**config.mk**
```make
export PLATFORM = sky130hd
export DESIGN_NAME = gpio_subsystem
export DESIGN_NICKNAME = d
export VERILOG_FILES = /design/src/hw/gpio_pkg.sv /design/src/hw/apb_pkg.sv /design/src/hw/gpio_subsystem.sv /design/src/hw/apb_bank_router.sv /design/src/hw/apb_gpio.sv /design/src/hw/gpio_input_sync.sv
export SDC_FILE = /design/constraint.sdc
export NUM_CORES = 1
export LEC_CHECK = 0
export ABC_AREA = 1
export BUFFER_PORTS_ARGS = -buffer_cell sky130_fd_sc_hd__buf_2
export CORE_ASPECT_RATIO = 0.7
export CORE_UTILIZATION = 25
export CTS_CLUSTER_DIAMETER = 120
export DETAILED_ROUTE_END_ITERATION = 10
export PLACE_DENSITY_LB_ADDON = 0.1
export SKIP_CTS_REPAIR_TIMING = 1
export SLEW_MARGIN = 20
export SYNTH_ARGS = -nofsm -noshare
export SYNTH_HDL_FRONTEND = slang
export SYNTH_SLANG_ARGS = --single-unit
```
**constraint.sdc**
```tcl
create_clock -name apb -period 1.85 [get_ports apb]
set_clock_uncertainty 0.05 [all_clocks]
set_input_delay 0.37 -clock apb [delete_from_list [all_inputs] [get_ports apb]]
set_output_delay 0.37 -clock apb [all_outputs]
set_load 0.005 [all_outputs]
```
**src/hw/gpio_pkg.sv**
```systemverilog
////////////////////
// GPIO register map
////////////////////

package gpio_pkg;

	// Offset bits decoded inside one bank
	// Upper paddr bits go to the bank router
	localparam int reg_offset_bits = 4;

	////////////////////
	// Register IDs

	// Byte offsets of the bank registers
	typedef enum logic [reg_offset_bits-1:0] {
		// Output drive value, read/write
		reg_gpio_out  = 4'h0,
		// Synchronized pin state, read only
		reg_gpio_in   = 4'h4,
		// Tristate enable, read/write
		reg_gpio_tris = 4'h8
	} regid_t;

	// Offset 12 and everything else is undefined
	// Any access there completes with pslverr

endpackage

```
**src/hw/apb_pkg.sv**
```systemverilog
////////////////////
// APB bus geometry
////////////////////

package apb_pkg;

	// Address bus width
	// Covers the bank field plus the register offset inside a bank
	localparam int addr_width = 12;

	// Data bus width
	// Register map assumes 32-bit alignment, so never above 32
	localparam int data_width = 32;

	////////////////////
	// Bank field

	// Lowest paddr bit of the bank number
	// Bits below this one address a register inside the bank
	localparam int bank_lsb = 4;

	// Width of the bank number
	// Up to 16 banks can be decoded
	localparam int bank_bits = 4;

endpackage
```
**src/hw/gpio_subsystem.sv**
```systemverilog
module gpio_subsystem #(
	parameter int                    num_banks  = 2,
	parameter int                    gpio_width = 16,
	parameter logic [gpio_width-1:0] out_init   = '0,
	parameter logic [gpio_width-1:0] tris_init  = '0
) (
	input  logic                             apb,
	input  logic                             reset,

	// APB requester side
	input  logic                             psel,
	input  logic                             penable,
	input  logic                             pwrite,
	input  logic [apb_pkg::addr_width-1:0]   paddr,
	input  logic [apb_pkg::data_width-1:0]   pwdata,
	output logic [apb_pkg::data_width-1:0]   prdata,
	output logic                             pready,
	output logic                             pslverr,

	// Pins, bank 0 in the low bits
	output logic [num_banks*gpio_width-1:0]  gpio_out,
	output logic [num_banks*gpio_width-1:0]  gpio_tris,
	input  logic [num_banks*gpio_width-1:0]  gpio_in
);

	////////////////////
	// Parameter checks

	// Bank field limits the bank count
	if (num_banks < 1 || num_banks > 2**apb_pkg::bank_bits) begin : g_bad_banks
		$error("gpio_subsystem: num_banks out of range");
	end

	////////////////////
	// Internal wires

	logic [num_banks-1:0]                     bank_psel;
	logic [num_banks*apb_pkg::data_width-1:0] bank_prdata;
	logic [num_banks-1:0]                     bank_pready;
	logic [num_banks-1:0]                     bank_pslverr;
	// Pins after the synchronizers
	logic [num_banks*gpio_width-1:0]          gpio_sync;

	////////////////////
	// Bank router

	apb_bank_router #(
		.num_banks    (num_banks)
	) u_router (
		.apb          (apb),
		.reset        (reset),
		.psel         (psel),
		.penable      (penable),
		.paddr        (paddr),
		.bank_psel    (bank_psel),
		.bank_prdata  (bank_prdata),
		.bank_pready  (bank_pready),
		.bank_pslverr (bank_pslverr),
		.prdata       (prdata),
		.pready       (pready),
		.pslverr      (pslverr)
	);

	////////////////////
	// GPIO banks

	for (genvar b = 0; b < num_banks; b++) begin : g_bank
		// Raw pins into the clock domain
		gpio_input_sync #(
			.gpio_width (gpio_width)
		) u_sync (
			.apb        (apb),
			.reset      (reset),
			.pins       (gpio_in[b*gpio_width +: gpio_width]),
			.sync       (gpio_sync[b*gpio_width +: gpio_width])
		);

		// Shares the bus, only psel is per bank
		apb_gpio #(
			.gpio_width (gpio_width),
			.out_init   (out_init),
			.tris_init  (tris_init)
		) u_gpio (
			.apb        (apb),
			.reset      (reset),
			.psel       (bank_psel[b]),
			.penable    (penable),
			.pwrite     (pwrite),
			.paddr      (paddr),
			.pwdata     (pwdata),
			.prdata     (bank_prdata[b*apb_pkg::data_width +: apb_pkg::data_width]),
			.pready     (bank_pready[b]),
			.pslverr    (bank_pslverr[b]),
			.gpio_out   (gpio_out[b*gpio_width +: gpio_width]),
			.gpio_tris  (gpio_tris[b*gpio_width +: gpio_width]),
			.gpio_in    (gpio_sync[b*gpio_width +: gpio_width])
		);
	end

endmodule

```
**src/hw/apb_bank_router.sv**
```systemverilog
module apb_bank_router #(
	parameter int num_banks = 2
) (
	// Used by the protocol checks only
	input  logic                                     apb,
	input  logic                                     reset,

	// Requester side
	input  logic                                     psel,
	input  logic                                     penable,
	input  logic [apb_pkg::addr_width-1:0]           paddr,

	// Bank side
	output logic [num_banks-1:0]                     bank_psel,
	input  logic [num_banks*apb_pkg::data_width-1:0] bank_prdata,
	input  logic [num_banks-1:0]                     bank_pready,
	input  logic [num_banks-1:0]                     bank_pslverr,

	// Response back to the requester
	output logic [apb_pkg::data_width-1:0]           prdata,
	output logic                                     pready,
	output logic                                     pslverr
);

	localparam int dw = apb_pkg::data_width;

	////////////////////
	// Bank decode

	// Bank number from paddr
	logic [apb_pkg::bank_bits-1:0] bank_sel;
	// Bank number has an instance behind it
	logic                          bank_mapped;

	assign bank_sel    = paddr[apb_pkg::bank_lsb +: apb_pkg::bank_bits];
	assign bank_mapped = int'(bank_sel) < num_banks;

	// One select per bank, none for an unmapped bank
	always_comb begin
		for (int i = 0; i < num_banks; i++) begin
			bank_psel[i] = psel && (int'(bank_sel) == i);
		end
	end

	////////////////////
	// Response mux

	always_comb begin
		prdata  = '0;
		pready  = 1'b0;
		pslverr = 1'b0;

		if (psel && !bank_mapped) begin
			// No bank there, answer with an error right away
			pready  = penable;
			pslverr = penable;
		end else begin
			// Forward whichever bank is selected
			for (int i = 0; i < num_banks; i++) begin
				if (bank_psel[i]) begin
					prdata  = bank_prdata[i*dw +: dw];
					pready  = bank_pready[i];
					pslverr = bank_pslverr[i];
				end
			end
		end
	end

	////////////////////
	// Protocol checks

	// At most one bank sees psel
	bank_psel_onehot: assert property (
		@(posedge apb) disable iff (reset)
		$onehot0(bank_psel)
	);

	// Access phase only inside a selected transfer
	penable_needs_psel: assert property (
		@(posedge apb) disable iff (reset)
		penable |-> psel
	);

	// Setup is followed by access on the same address
	setup_then_access: assert property (
		@(posedge apb) disable iff (reset)
		psel && !penable |=> psel && penable && $stable(paddr)
	);

endmodule

```
**src/hw/apb_gpio.sv**
```systemverilog
module apb_gpio #(
	parameter int                    gpio_width = 16,
	parameter logic [gpio_width-1:0] out_init   = '0,
	parameter logic [gpio_width-1:0] tris_init  = '0
) (
	input  logic                           apb,
	input  logic                           reset,

	// APB completer
	input  logic                           psel,
	input  logic                           penable,
	input  logic                           pwrite,
	input  logic [apb_pkg::addr_width-1:0] paddr,
	input  logic [apb_pkg::data_width-1:0] pwdata,
	output logic [apb_pkg::data_width-1:0] prdata,
	output logic                           pready,
	output logic                           pslverr,

	// Pin side
	output logic [gpio_width-1:0]          gpio_out,
	output logic [gpio_width-1:0]          gpio_tris,
	input  logic [gpio_width-1:0]          gpio_in
);

	////////////////////
	// Parameter checks

	// Register alignment only works up to 32-bit APB
	if (apb_pkg::data_width > 32) begin : g_bad_bus
		$error("apb_gpio: data_width above 32 is not supported");
	end

	// Pins must fit in one bus word
	if (gpio_width > apb_pkg::data_width) begin : g_bad_width
		$error("apb_gpio: gpio_width wider than the data bus");
	end

	////////////////////
	// Address decode

	// Only the offset bits, the bank bits were handled upstream
	gpio_pkg::regid_t reg_id;

	assign reg_id = gpio_pkg::regid_t'(paddr[gpio_pkg::reg_offset_bits-1:0]);

	////////////////////
	// Read and response

	// Zero wait states, access cycle completes at once
	always_comb begin
		pready  = psel && penable;
		prdata  = '0;
		pslverr = 1'b0;

		if (pready) begin
			if (!pwrite) begin
				// Read, zero extended into the bus word
				case (reg_id)
					gpio_pkg::reg_gpio_out:  prdata[gpio_width-1:0] = gpio_out;
					gpio_pkg::reg_gpio_in:   prdata[gpio_width-1:0] = gpio_in;
					gpio_pkg::reg_gpio_tris: prdata[gpio_width-1:0] = gpio_tris;
					default:                 pslverr = 1'b1;
				endcase
			end else begin
				// Input register is read only
				if (reg_id != gpio_pkg::reg_gpio_out && reg_id != gpio_pkg::reg_gpio_tris) begin
					pslverr = 1'b1;
				end
			end
		end
	end

	////////////////////
	// Register writes

	// Update on the edge that ends the access cycle
	always_ff @(posedge apb) begin
		if (reset) begin
			gpio_out  <= out_init;
			gpio_tris <= tris_init;
		end else if (pready && pwrite) begin
			case (reg_id)
				gpio_pkg::reg_gpio_out:  gpio_out  <= pwdata[gpio_width-1:0];
				gpio_pkg::reg_gpio_tris: gpio_tris <= pwdata[gpio_width-1:0];
				// Errored writes change nothing
				default: ;
			endcase
		end
	end

	////////////////////
	// Checks

	// Never complete a transfer this bank was not selected for
	pready_needs_psel: assert property (
		@(posedge apb) disable iff (reset)
		pready |-> psel
	);

	// Error flag only on a completing cycle
	pslverr_needs_pready: assert property (
		@(posedge apb) disable iff (reset)
		pslverr |-> pready
	);

endmodule

```
**src/hw/gpio_input_sync.sv**
```systemverilog
module gpio_input_sync #(
	parameter int gpio_width = 16
) (
	input  logic                  apb,
	input  logic                  reset,
	input  logic [gpio_width-1:0] pins,
	output logic [gpio_width-1:0] sync
);

	////////////////////
	// Parameter checks

	// Pin vector has to fit in one bus word
	if (gpio_width < 1 || gpio_width > apb_pkg::data_width) begin : g_bad_width
		$error("gpio_input_sync: gpio_width out of range");
	end

	////////////////////
	// Synchronizer chain

	// First stage, may go metastable
	logic [gpio_width-1:0] meta;

	// Two flops per pin, no logic in between
	always_ff @(posedge apb) begin
		if (reset) begin
			meta <= '0;
			sync <= '0;
		end else begin
			// Capture raw pins
			meta <= pins;
			// Second stage settles
			sync <= meta;
		end
	end

endmodule

```
==> results of run 1 <==
metal layers:
metal / wire (um) / track usage (%)
met1: 10200 / 21.8
met2: 8250 / 24.0
met3: 968 / 3.68
met4: 204 / 5.54
met5: 0 / 0
cells by family after synthesis:
kind of cell | count (synthesis)
flip-flops | 128
AO/OA/AOI/OAI | 34
AND/OR/NAND/NOR | 456
buffers and inverters | 220
other | 1
layout make-up:
cell class	instances	area share [%]
tap	312	4.90
clock buffer	18	5.39
multi-input combinational	506	30.1
sequential	128	32.2
inverter	154	7.38
timing repair buffer	192	17.8
clock inverter	14	2.23
registers in the layout (all words and copies together) (netlist names):
signal	flops
g_bank.u_sync.meta	32
g_bank.u_gpio.gpio_out	32
g_bank.u_sync.sync	32
g_bank.u_gpio.gpio_tris	32
power groups by stage:
stage          clock network, mW  logic, mW  registers (mW)
6_report                    3.49      0.428            2.84
5_1_grt                     3.73      0.481            2.84
4_1_cts                     3.59      0.377            2.84
3_5_place_dp                   0      0.377            2.90
3_3_place_gp                   0      0.378            2.90
2_1_floorplan                  0      0.229            2.90
critical path, cell delays in order:
cell,delay (ns)
sky130_fd_sc_hd__buf_6,0.10
sky130_fd_sc_hd__inv_4,0.06
sky130_fd_sc_hd__nand2_8,0.07
sky130_fd_sc_hd__nor3_4,0.22
sky130_fd_sc_hd__buf_12,0.15
sky130_fd_sc_hd__clkbuf_16,0.16
sky130_fd_sc_hd__nand2_1,0.07
sky130_fd_sc_hd__nand3_2,0.07
sky130_fd_sc_hd__nand2_1,0.05
sky130_fd_sc_hd__nand2_1,0.06
sky130_fd_sc_hd__buf_2,0.14
stage by stage:
stage | setup slack (ns) | cell area, um2 | util, %
after CTS | -0.195 | 7520 | 33.2
after detailed placement | -0.192 | 6920 | 30.5
after global placement | -0.186 | 6920 | 30.5
after global routing | -0.185 | 7970 | 35.1
final | -0.102 | 7970 | 35.1
after floorplan | 0.137 | 5840 | -
synthesized netlist by cell type, drive strengths merged:
library cell / number
clkbuf: 9
a21oi: 33
nor2: 103
conb: 1
o211ai: 1
buf: 57
nor3: 2
nand4: 66
dfxtp: 128
nand2: 248
inv: 154
nand3: 37
path summary, 6_finish.rpt:
check | startpoint | slack [ns] | cells past startpoint | end
worst max register to register | g_bank[1].u_gpio.gpio_out[2]$_SDFFE_PP0P_ | 1.06 | 4 | g_bank[1].u_gpio.gpio_out[2]$_SDFFE_PP0P_
worst min-delay path | gpio_in[27] | 0.1 | 3 | g_bank[1].u_sync.meta[11]$_SDFF_PP0_
worst min register to register | g_bank[0].u_sync.meta[2]$_SDFF_PP0_ | 0.35 | 2 | g_bank[0].u_sync.sync[2]$_SDFF_PP0_
worst max-delay path | paddr[1] | -0.10 | 11 | prdata[4]
==> metrics.cfg, run 1 <==
[global_routing]
globalRouteTotalUtil_pct=15.8
grt_first_pass_wirelength_mm=28.0
via_count_of_the_first_global_routing_pass=5042
pin_count_of_the_biggest_net_entering_global_routing=71
grt.overflow.total=0
grt_antenna_before_repair=0

[cells_and_area]
layout.cells.most_common=sky130_fd_sc_hd__nand2_1
most-common-layout-cells=sky130_fd_sc_hd__nand2_1 (237), sky130_fd_sc_hd__inv_1 (147), sky130_fd_sc_hd__buf_2 (135)
synthToLayoutAreaGrowth_pct=37.8
nFillCells=2534
drive_gt1_share_pct=26.8
layout.nets=1080
stdcell_count=1324
antenna_diode_instance_count=0
multi_input_comb_area_mm2=0.00240
area.sequential_mm2=0.00256

[synthesis]
synth_compound_gate_area_share_pct=2.99
yosys_register_bits=128
yosysTopAreaCellShare_pct=44.3
yosys.cell_types.count=22
netlist.top_cell.by_area=sky130_fd_sc_hd__dfxtp_1
synth-xor-area-share_pct=0
synth_top_family_by_area=simple AND/OR/NAND/NOR gates
yosys_warnings=0
synth.area.mux_share_pct=0
part_of_the_yosys_area_used_for_sequential_elements_pct=44.3
post_synth_main_area_contributors=sky130_fd_sc_hd__dfxtp_1 (44%), sky130_fd_sc_hd__nand2_1 (16%), sky130_fd_sc_hd__inv_1 (9.7%)
syn_area_per_cell_um2=6.89
synth-adder-area-share_pct=0
yosys.area_share.simple_pct=35.5
postSynthCellCount=839
netlist_area_mm2=0.00578

[detailed_routing]
drt_first_iter_violations=202
detail_route.vias_per_cell=4.18
final_antenna_net_count=0
firstDrtPassIters=4
finalWirelength_mm=19.6
num_vias=5536
route.detailed.wl_per_inst_um=14.8
post-route-drc-count=0

[clocking]
clk_pin_slew_ns=0.06
numCtsBuffers=17
clk_latency_ns=0.42
tritoncts=yes
clock_sink_count=128
clockRootBuffer=sky130_fd_sc_hd__clkbuf_16
cts_h_tree_lvls=4
cts_buffer_depth=2

[pwr]
swShare_pct=24.1
power.sequential.fraction_pct=42.0
p_leak_nw=4.00
power.clock.fraction_pct=51.6
power.ir.vdd_worst_v=0.000552
comb_power_share_pct=6.3
total_switching_power_mw=1.63
pwr_density_cell_mw_per_mm2=848
p_total_mw=6.75
p_int_mw=5.12

[worst_setup_path]
crit_type=input pin to primary output
critical_path_peak_fanout=8
cp-start-kind=input pin
end_kind=primary output
critPathArrivalTime_ns=1.53
worst-endpoint-required_ns=1.43

[placement]
dp_hpwl_mm=12.8
io_buffer_count=142
placed_cells_incl_taps=1277
final_weighted_congestion_in_routability_driven_placement=0.778

[run_status]
violated_checks=negative setup slack
run_status=complete, but fails checks

[floorplan]
placementRows=46
fp.coreArea_mm2=0.0227
floorplan.io_pins=179
dieWidth_um=184
design.die.area_mm2=0.0237
initial_core_util_pct=25.5
dieHeight_um=129

[hold_path]
min-delay-path-class=input pin to flop

[timing]
final_critical_path_setup_slack_ns=-0.102
setup-tns-final_ns=-1.07
setup_viol_count_final=17
grt_setup_unrepaired=true
finalHoldViolCount=0
tightest_slew_ns=0.518
max_freq_mhz=512
final_min_period_over_clock_period_pct=106
max_slew_margin_pct=65.5
fin_crit_ns=1.95
slew_viol_final=0
fin_worst_hold_slack_ns=0.0965

[run]
drv.max_cap_violation_count=0

Note: power is estimated with default switching activity, not from simulation.
==> inputs of run 2 (changes only) <==
Clock period 1.85 ns to 1.9 ns, I/O delays scaled along.
==> metrics.cfg, run 2 (synthesis gave the netlist of run 1 again) <==
[timing]
final_critical_path_setup_slack_ns=-0.120
fin_worst_hold_slack_ns=0.0967
finalHoldViolCount=0
max_slew_margin_pct=46.1
setup-tns-final_ns=-1.54
final_min_period_over_clock_period_pct=106
tightest_slew_ns=0.808
grt_setup_unrepaired=true
fin_crit_ns=2.02
setup_viol_count_final=16
slew_viol_final=0
max_freq_mhz=495

[placement]
final_weighted_congestion_in_routability_driven_placement=0.805
dp_hpwl_mm=12.7
io_buffer_count=142

[detailed_routing]
num_vias=5565
detail_route.vias_per_cell=4.18
post-route-drc-count=0
finalWirelength_mm=19.7
final_antenna_net_count=0
drt_first_iter_violations=280
firstDrtPassIters=5
route.detailed.wl_per_inst_um=14.8

[pwr]
pwr_density_cell_mw_per_mm2=806
p_total_mw=6.60
power.ir.vdd_worst_v=0.000513
p_leak_nw=4.23

[clocking]
clk_pin_slew_ns=0.06
clk_latency_ns=0.43
numCtsBuffers=17
clock_sink_count=128
cts_buffer_depth=2
tritoncts=yes
clockRootBuffer=sky130_fd_sc_hd__clkbuf_16
cts_h_tree_lvls=4

[global_routing]
pin_count_of_the_biggest_net_entering_global_routing=71
grt_first_pass_wirelength_mm=28.0
grt_antenna_before_repair=0
globalRouteTotalUtil_pct=15.7
grt.overflow.total=0
via_count_of_the_first_global_routing_pass=5009

[floorplan]
fp.coreArea_mm2=0.0227
dieWidth_um=184
design.die.area_mm2=0.0237
dieHeight_um=129
placementRows=46
initial_core_util_pct=25.5
floorplan.io_pins=179

[cells_and_area]
layout.cells.most_common=sky130_fd_sc_hd__nand2_1
antenna_diode_instance_count=0
nFillCells=2514
most-common-layout-cells=sky130_fd_sc_hd__nand2_1 (208), sky130_fd_sc_hd__inv_1 (148), sky130_fd_sc_hd__buf_2 (132)
multi_input_comb_area_mm2=0.00253
synthToLayoutAreaGrowth_pct=41.8
drive_gt1_share_pct=30.5
area.sequential_mm2=0.00256
layout.nets=1086

[worst_setup_path]
critPathArrivalTime_ns=1.59
critical_path_peak_fanout=8
cp-start-kind=input pin
worst-endpoint-required_ns=1.47
crit_type=input pin to primary output
end_kind=primary output

[run]
drv.max_cap_violation_count=0

[run_status]
violated_checks=negative setup slack
run_status=complete, but fails checks

[hold_path]
min-delay-path-class=input pin to flop

==> run 2: worst paths after layout <==
path / endpoint / cells after the start / startpoint / slack, ns
min reg2reg: g_bank[1].u_sync.sync[3]$_SDFF_PP0_ / 2 / g_bank[1].u_sync.meta[3]$_SDFF_PP0_ / 0.35
max reg2reg: g_bank[1].u_gpio.gpio_out[14]$_SDFFE_PP0P_ / 4 / g_bank[1].u_gpio.gpio_out[14]$_SDFFE_PP0P_ / 1.10
min: g_bank[0].u_sync.meta[12]$_SDFF_PP0_ / 3 / gpio_in[12] / 0.1
max: prdata[14] / 11 / paddr[1] / -0.12
==> run 2: worst max-delay path, stage by stage <==
cell                      delay, ns
sky130_fd_sc_hd__buf_6         0.10
sky130_fd_sc_hd__inv_4         0.04
sky130_fd_sc_hd__nand2_4       0.07
sky130_fd_sc_hd__a21oi_2       0.13
sky130_fd_sc_hd__nand2_2       0.09
sky130_fd_sc_hd__nor3_4        0.23
sky130_fd_sc_hd__buf_6         0.13
sky130_fd_sc_hd__buf_12        0.14
sky130_fd_sc_hd__nand2_2       0.06
sky130_fd_sc_hd__nand2_2       0.09
sky130_fd_sc_hd__buf_2         0.12
==> run 2: final cells by class <==
cell class | instances | share of cell area (%)
clock inverter | 14 | 2.18
inverter | 154 | 7.08
multi-input combinational | 506 | 30.8
timing repair buffer | 198 | 18.6
tap | 312 | 4.76
sequential | 128 | 31.3
clock buffer | 18 | 5.24
==> run 2: metal layers <==
metal	routed length [um]	track usage, %
met5	0	0
met4	202	4.56
met3	1210	4.10
met2	8280	24.1
met1	10000	21.7
==> run 2: metrics by stage <==
step | setup WS (ns) | cells | utilization [%] | area (um2)
after floorplan | 0.167 | 854 | - | 5840
after global placement | -0.113 | 1274 | 30.5 | 6920
after detailed placement | -0.127 | 1274 | 30.5 | 6920
after CTS | -0.126 | 1306 | 33.2 | 7530
after global routing | -0.203 | 1330 | 36.1 | 8200
final | -0.120 | 1330 | 36.1 | 8200
==> run 2: power by group <==
| part | total (mW) | leakage [nW] | switching, mW | internal, mW |
|---|---|---|---|---|
| combinational | 0.417 | 2.90 | 0.256 | 0.161 |
| clock | 3.42 | 0.288 | 1.34 | 2.08 |
| sequential | 2.76 | 1.04 | 0.0153 | 2.75 |
==> inputs of run 3 (changes only) <==
Settings changed: ABC_AREA 1 to unset.
==> metrics.cfg, run 3 <==
[detailed_routing]
final_antenna_net_count=0
num_vias=4019
firstDrtPassIters=4
finalWirelength_mm=16.0
post-route-drc-count=0
drt_first_iter_violations=158
detail_route.vias_per_cell=4.29
route.detailed.wl_per_inst_um=17.1

[clocking]
tritoncts=yes
cts_buffer_depth=2
clock_sink_count=128
clk_latency_ns=0.41
clk_pin_slew_ns=0.06
clockRootBuffer=sky130_fd_sc_hd__clkbuf_16
cts_h_tree_lvls=4
numCtsBuffers=17

[floorplan]
design.die.area_mm2=0.0220
floorplan.io_pins=179
fp.coreArea_mm2=0.0208
placementRows=44
dieHeight_um=124
dieWidth_um=177
initial_core_util_pct=25.7

[pwr]
power.ir.vdd_worst_v=0.000554
p_leak_nw=3.43
pwr_density_cell_mw_per_mm2=843

[run_status]
violated_checks=negative setup slack
run_status=complete, but fails checks

[synthesis]
yosys_warnings=0
ys.flop_type=sky130_fd_sc_hd__dfxtp_1
netlist_area_mm2=0.00534
synth_commonest_cells=sky130_fd_sc_hd__dfxtp_1 (128), sky130_fd_sc_hd__nand2b_1 (80), sky130_fd_sc_hd__mux2i_1 (64), sky130_fd_sc_hd__nor2b_1 (64), sky130_fd_sc_hd__a22oi_1 (32)
synth-edff-count=0
yosysMostFrequentCell=sky130_fd_sc_hd__dfxtp_1
part_of_the_yosys_area_used_for_sequential_elements_pct=48.0
yosys.cell_types.count=29
postSynthCellCount=485
yosys_register_bits=128
asyncSetResetFlopFracSynth_pct=0
netlist.top_cell.by_area=sky130_fd_sc_hd__dfxtp_1
syn_area_per_cell_um2=11.0
yosysTopAreaCellShare_pct=48.0
post_synth_main_area_contributors=sky130_fd_sc_hd__dfxtp_1 (48%), sky130_fd_sc_hd__mux2i_1 (12%), sky130_fd_sc_hd__nand2b_1 (9.4%)

[cells_and_area]
drive_gt1_share_pct=37.2
most-common-layout-cells=sky130_fd_sc_hd__buf_2 (139), sky130_fd_sc_hd__dfxtp_1 (128), sky130_fd_sc_hd__nand2b_1 (80)
layout.nets=730
nFillCells=2107
stdcell_count=937
layout.cells.most_common=sky130_fd_sc_hd__buf_2
finish.utilization_pct=35.5
antenna_diode_instance_count=0
synthToLayoutAreaGrowth_pct=38.2

[global_routing]
pin_count_of_the_biggest_net_entering_global_routing=84
grt_antenna_before_repair=1
grt.overflow.total=0
grt_first_pass_wirelength_mm=22.9
via_count_of_the_first_global_routing_pass=3960
globalRouteTotalUtil_pct=14.1

[worst_setup_path]
critical-path-max-stage-delay_ns=0.28
worst-endpoint-required_ns=1.47
critical_path_peak_fanout=7
end_kind=primary output
critPathArrivalTime_ns=1.67
worst_path_max_delay_cell=sky130_fd_sc_hd__nor4b_4
crit_path_cell_trace=buf_12 -> buf_6 -> nor4b_4 -> buf_4 -> clkbuf_16 -> a22oi_1 -> o22ai_1 -> buf_2
crit_type=input pin to primary output
cp-start-kind=input pin

[placement]
dp_hpwl_mm=11.1
placed_cells_incl_taps=893
final_weighted_congestion_in_routability_driven_placement=0.759
io_buffer_count=142
detailedPlace.worstSlack_ns=-0.247

[hold_path]
min-delay-path-class=input pin to flop

[timing]
grt_setup_unrepaired=true
final_min_period_over_clock_period_pct=111
finalHoldViolCount=0
max_freq_mhz=475
fin_worst_hold_slack_ns=0.121
setup_viol_count_final=17
fin_crit_ns=2.10
slew_viol_final=0
final_critical_path_setup_slack_ns=-0.205

[run]
drv.max_cap_violation_count=0

==> run 3: cell types whose count changed after synthesis, moves of 63 or more <==
cell	change
sky130_fd_sc_hd__mux2i_1	+64
sky130_fd_sc_hd__nor2_1	-96
sky130_fd_sc_hd__nand2_1	-245
sky130_fd_sc_hd__nand2b_1	+80
sky130_fd_sc_hd__nand4_1	-63
sky130_fd_sc_hd__inv_1	-149
sky130_fd_sc_hd__nor2b_1	+64
==> run 3: logic make-up after synthesis <==
logic type             count (synthesis)  share of synthesized area, %
AND/OR/NAND/NOR                      158                          20.3
other                                  1                        0.0702
buffers and inverters                 51                          5.95
AO/OA/AOI/OAI                         51                          6.94
flip-flops                           128                          48.0
multiplexers                          96                          18.7
==> run 3: worst paths after layout <==
path / from / to / slack (ns) / depth (start not counted)
hold reg to reg: g_bank[0].u_sync.meta[12]$_SDFF_PP0_ / g_bank[0].u_sync.sync[12]$_SDFF_PP0_ / 0.39 / 1
hold / removal: gpio_in[12] / g_bank[0].u_sync.meta[12]$_SDFF_PP0_ / 0.12 / 2
setup / recovery: paddr[3] / prdata[3] / -0.20 / 8
setup reg to reg: g_bank[1].u_gpio.gpio_tris[8]$_SDFFE_PP0P_ / g_bank[1].u_gpio.gpio_tris[8]$_SDFFE_PP0P_ / 1.18 / 2
==> run 3: worst max-delay path, delay by kind of cell <==
| family | cells | cell delay [ns] |
|---|---|---|
| AND/OR/NAND/NOR | 1 | 0.28 |
| buffers and inverters | 5 | 0.72 |
| AO/OA/AOI/OAI | 2 | 0.28 |
==> run 3: cell type report <==
| cell class | instances | area, um2 | share of cell area, % |
|---|---|---|---|
| tap | 276 | 345 | 4.68 |
| inverter | 1 | 3.75 | 0.0509 |
| sequential | 128 | 2560 | 34.7 |
| multi-input combinational | 321 | 2590 | 35.1 |
| timing repair buffer | 180 | 1320 | 17.8 |
| clock inverter | 14 | 135 | 1.83 |
| clock buffer | 17 | 425 | 5.76 |
==> run 3: layer usage <==
metal | share of wire [%] | vias to the layer above | GRT usage (%)
met5 | 0 | - | 0
met1 | 51 | 1901 | 21.0
met3 | 7.3 | 18 | 4.58
li1 | - | 1968 | -
met2 | 41 | 132 | 18.8
met4 | 1.3 | 0 | 4.56
==> run 3: through the flow <==
step / total power, mW / setup TNS (ns) / cell area (um2)
after floorplan: 3.02 / 0 / 5400
after global placement: 3.15 / -3.85 / 6490
after detailed placement: 3.16 / -4.40 / 6490
after CTS: 6.27 / -3.28 / 7050
after global routing: 6.48 / -3.24 / 7380
final: 6.23 / -2.17 / 7380
==> run 3: where the power goes <==
group          internal, mW  total [mW]  switching, mW
sequential             2.75        2.77         0.0198
clock                  1.81        3.07           1.26
combinational         0.209       0.388          0.180
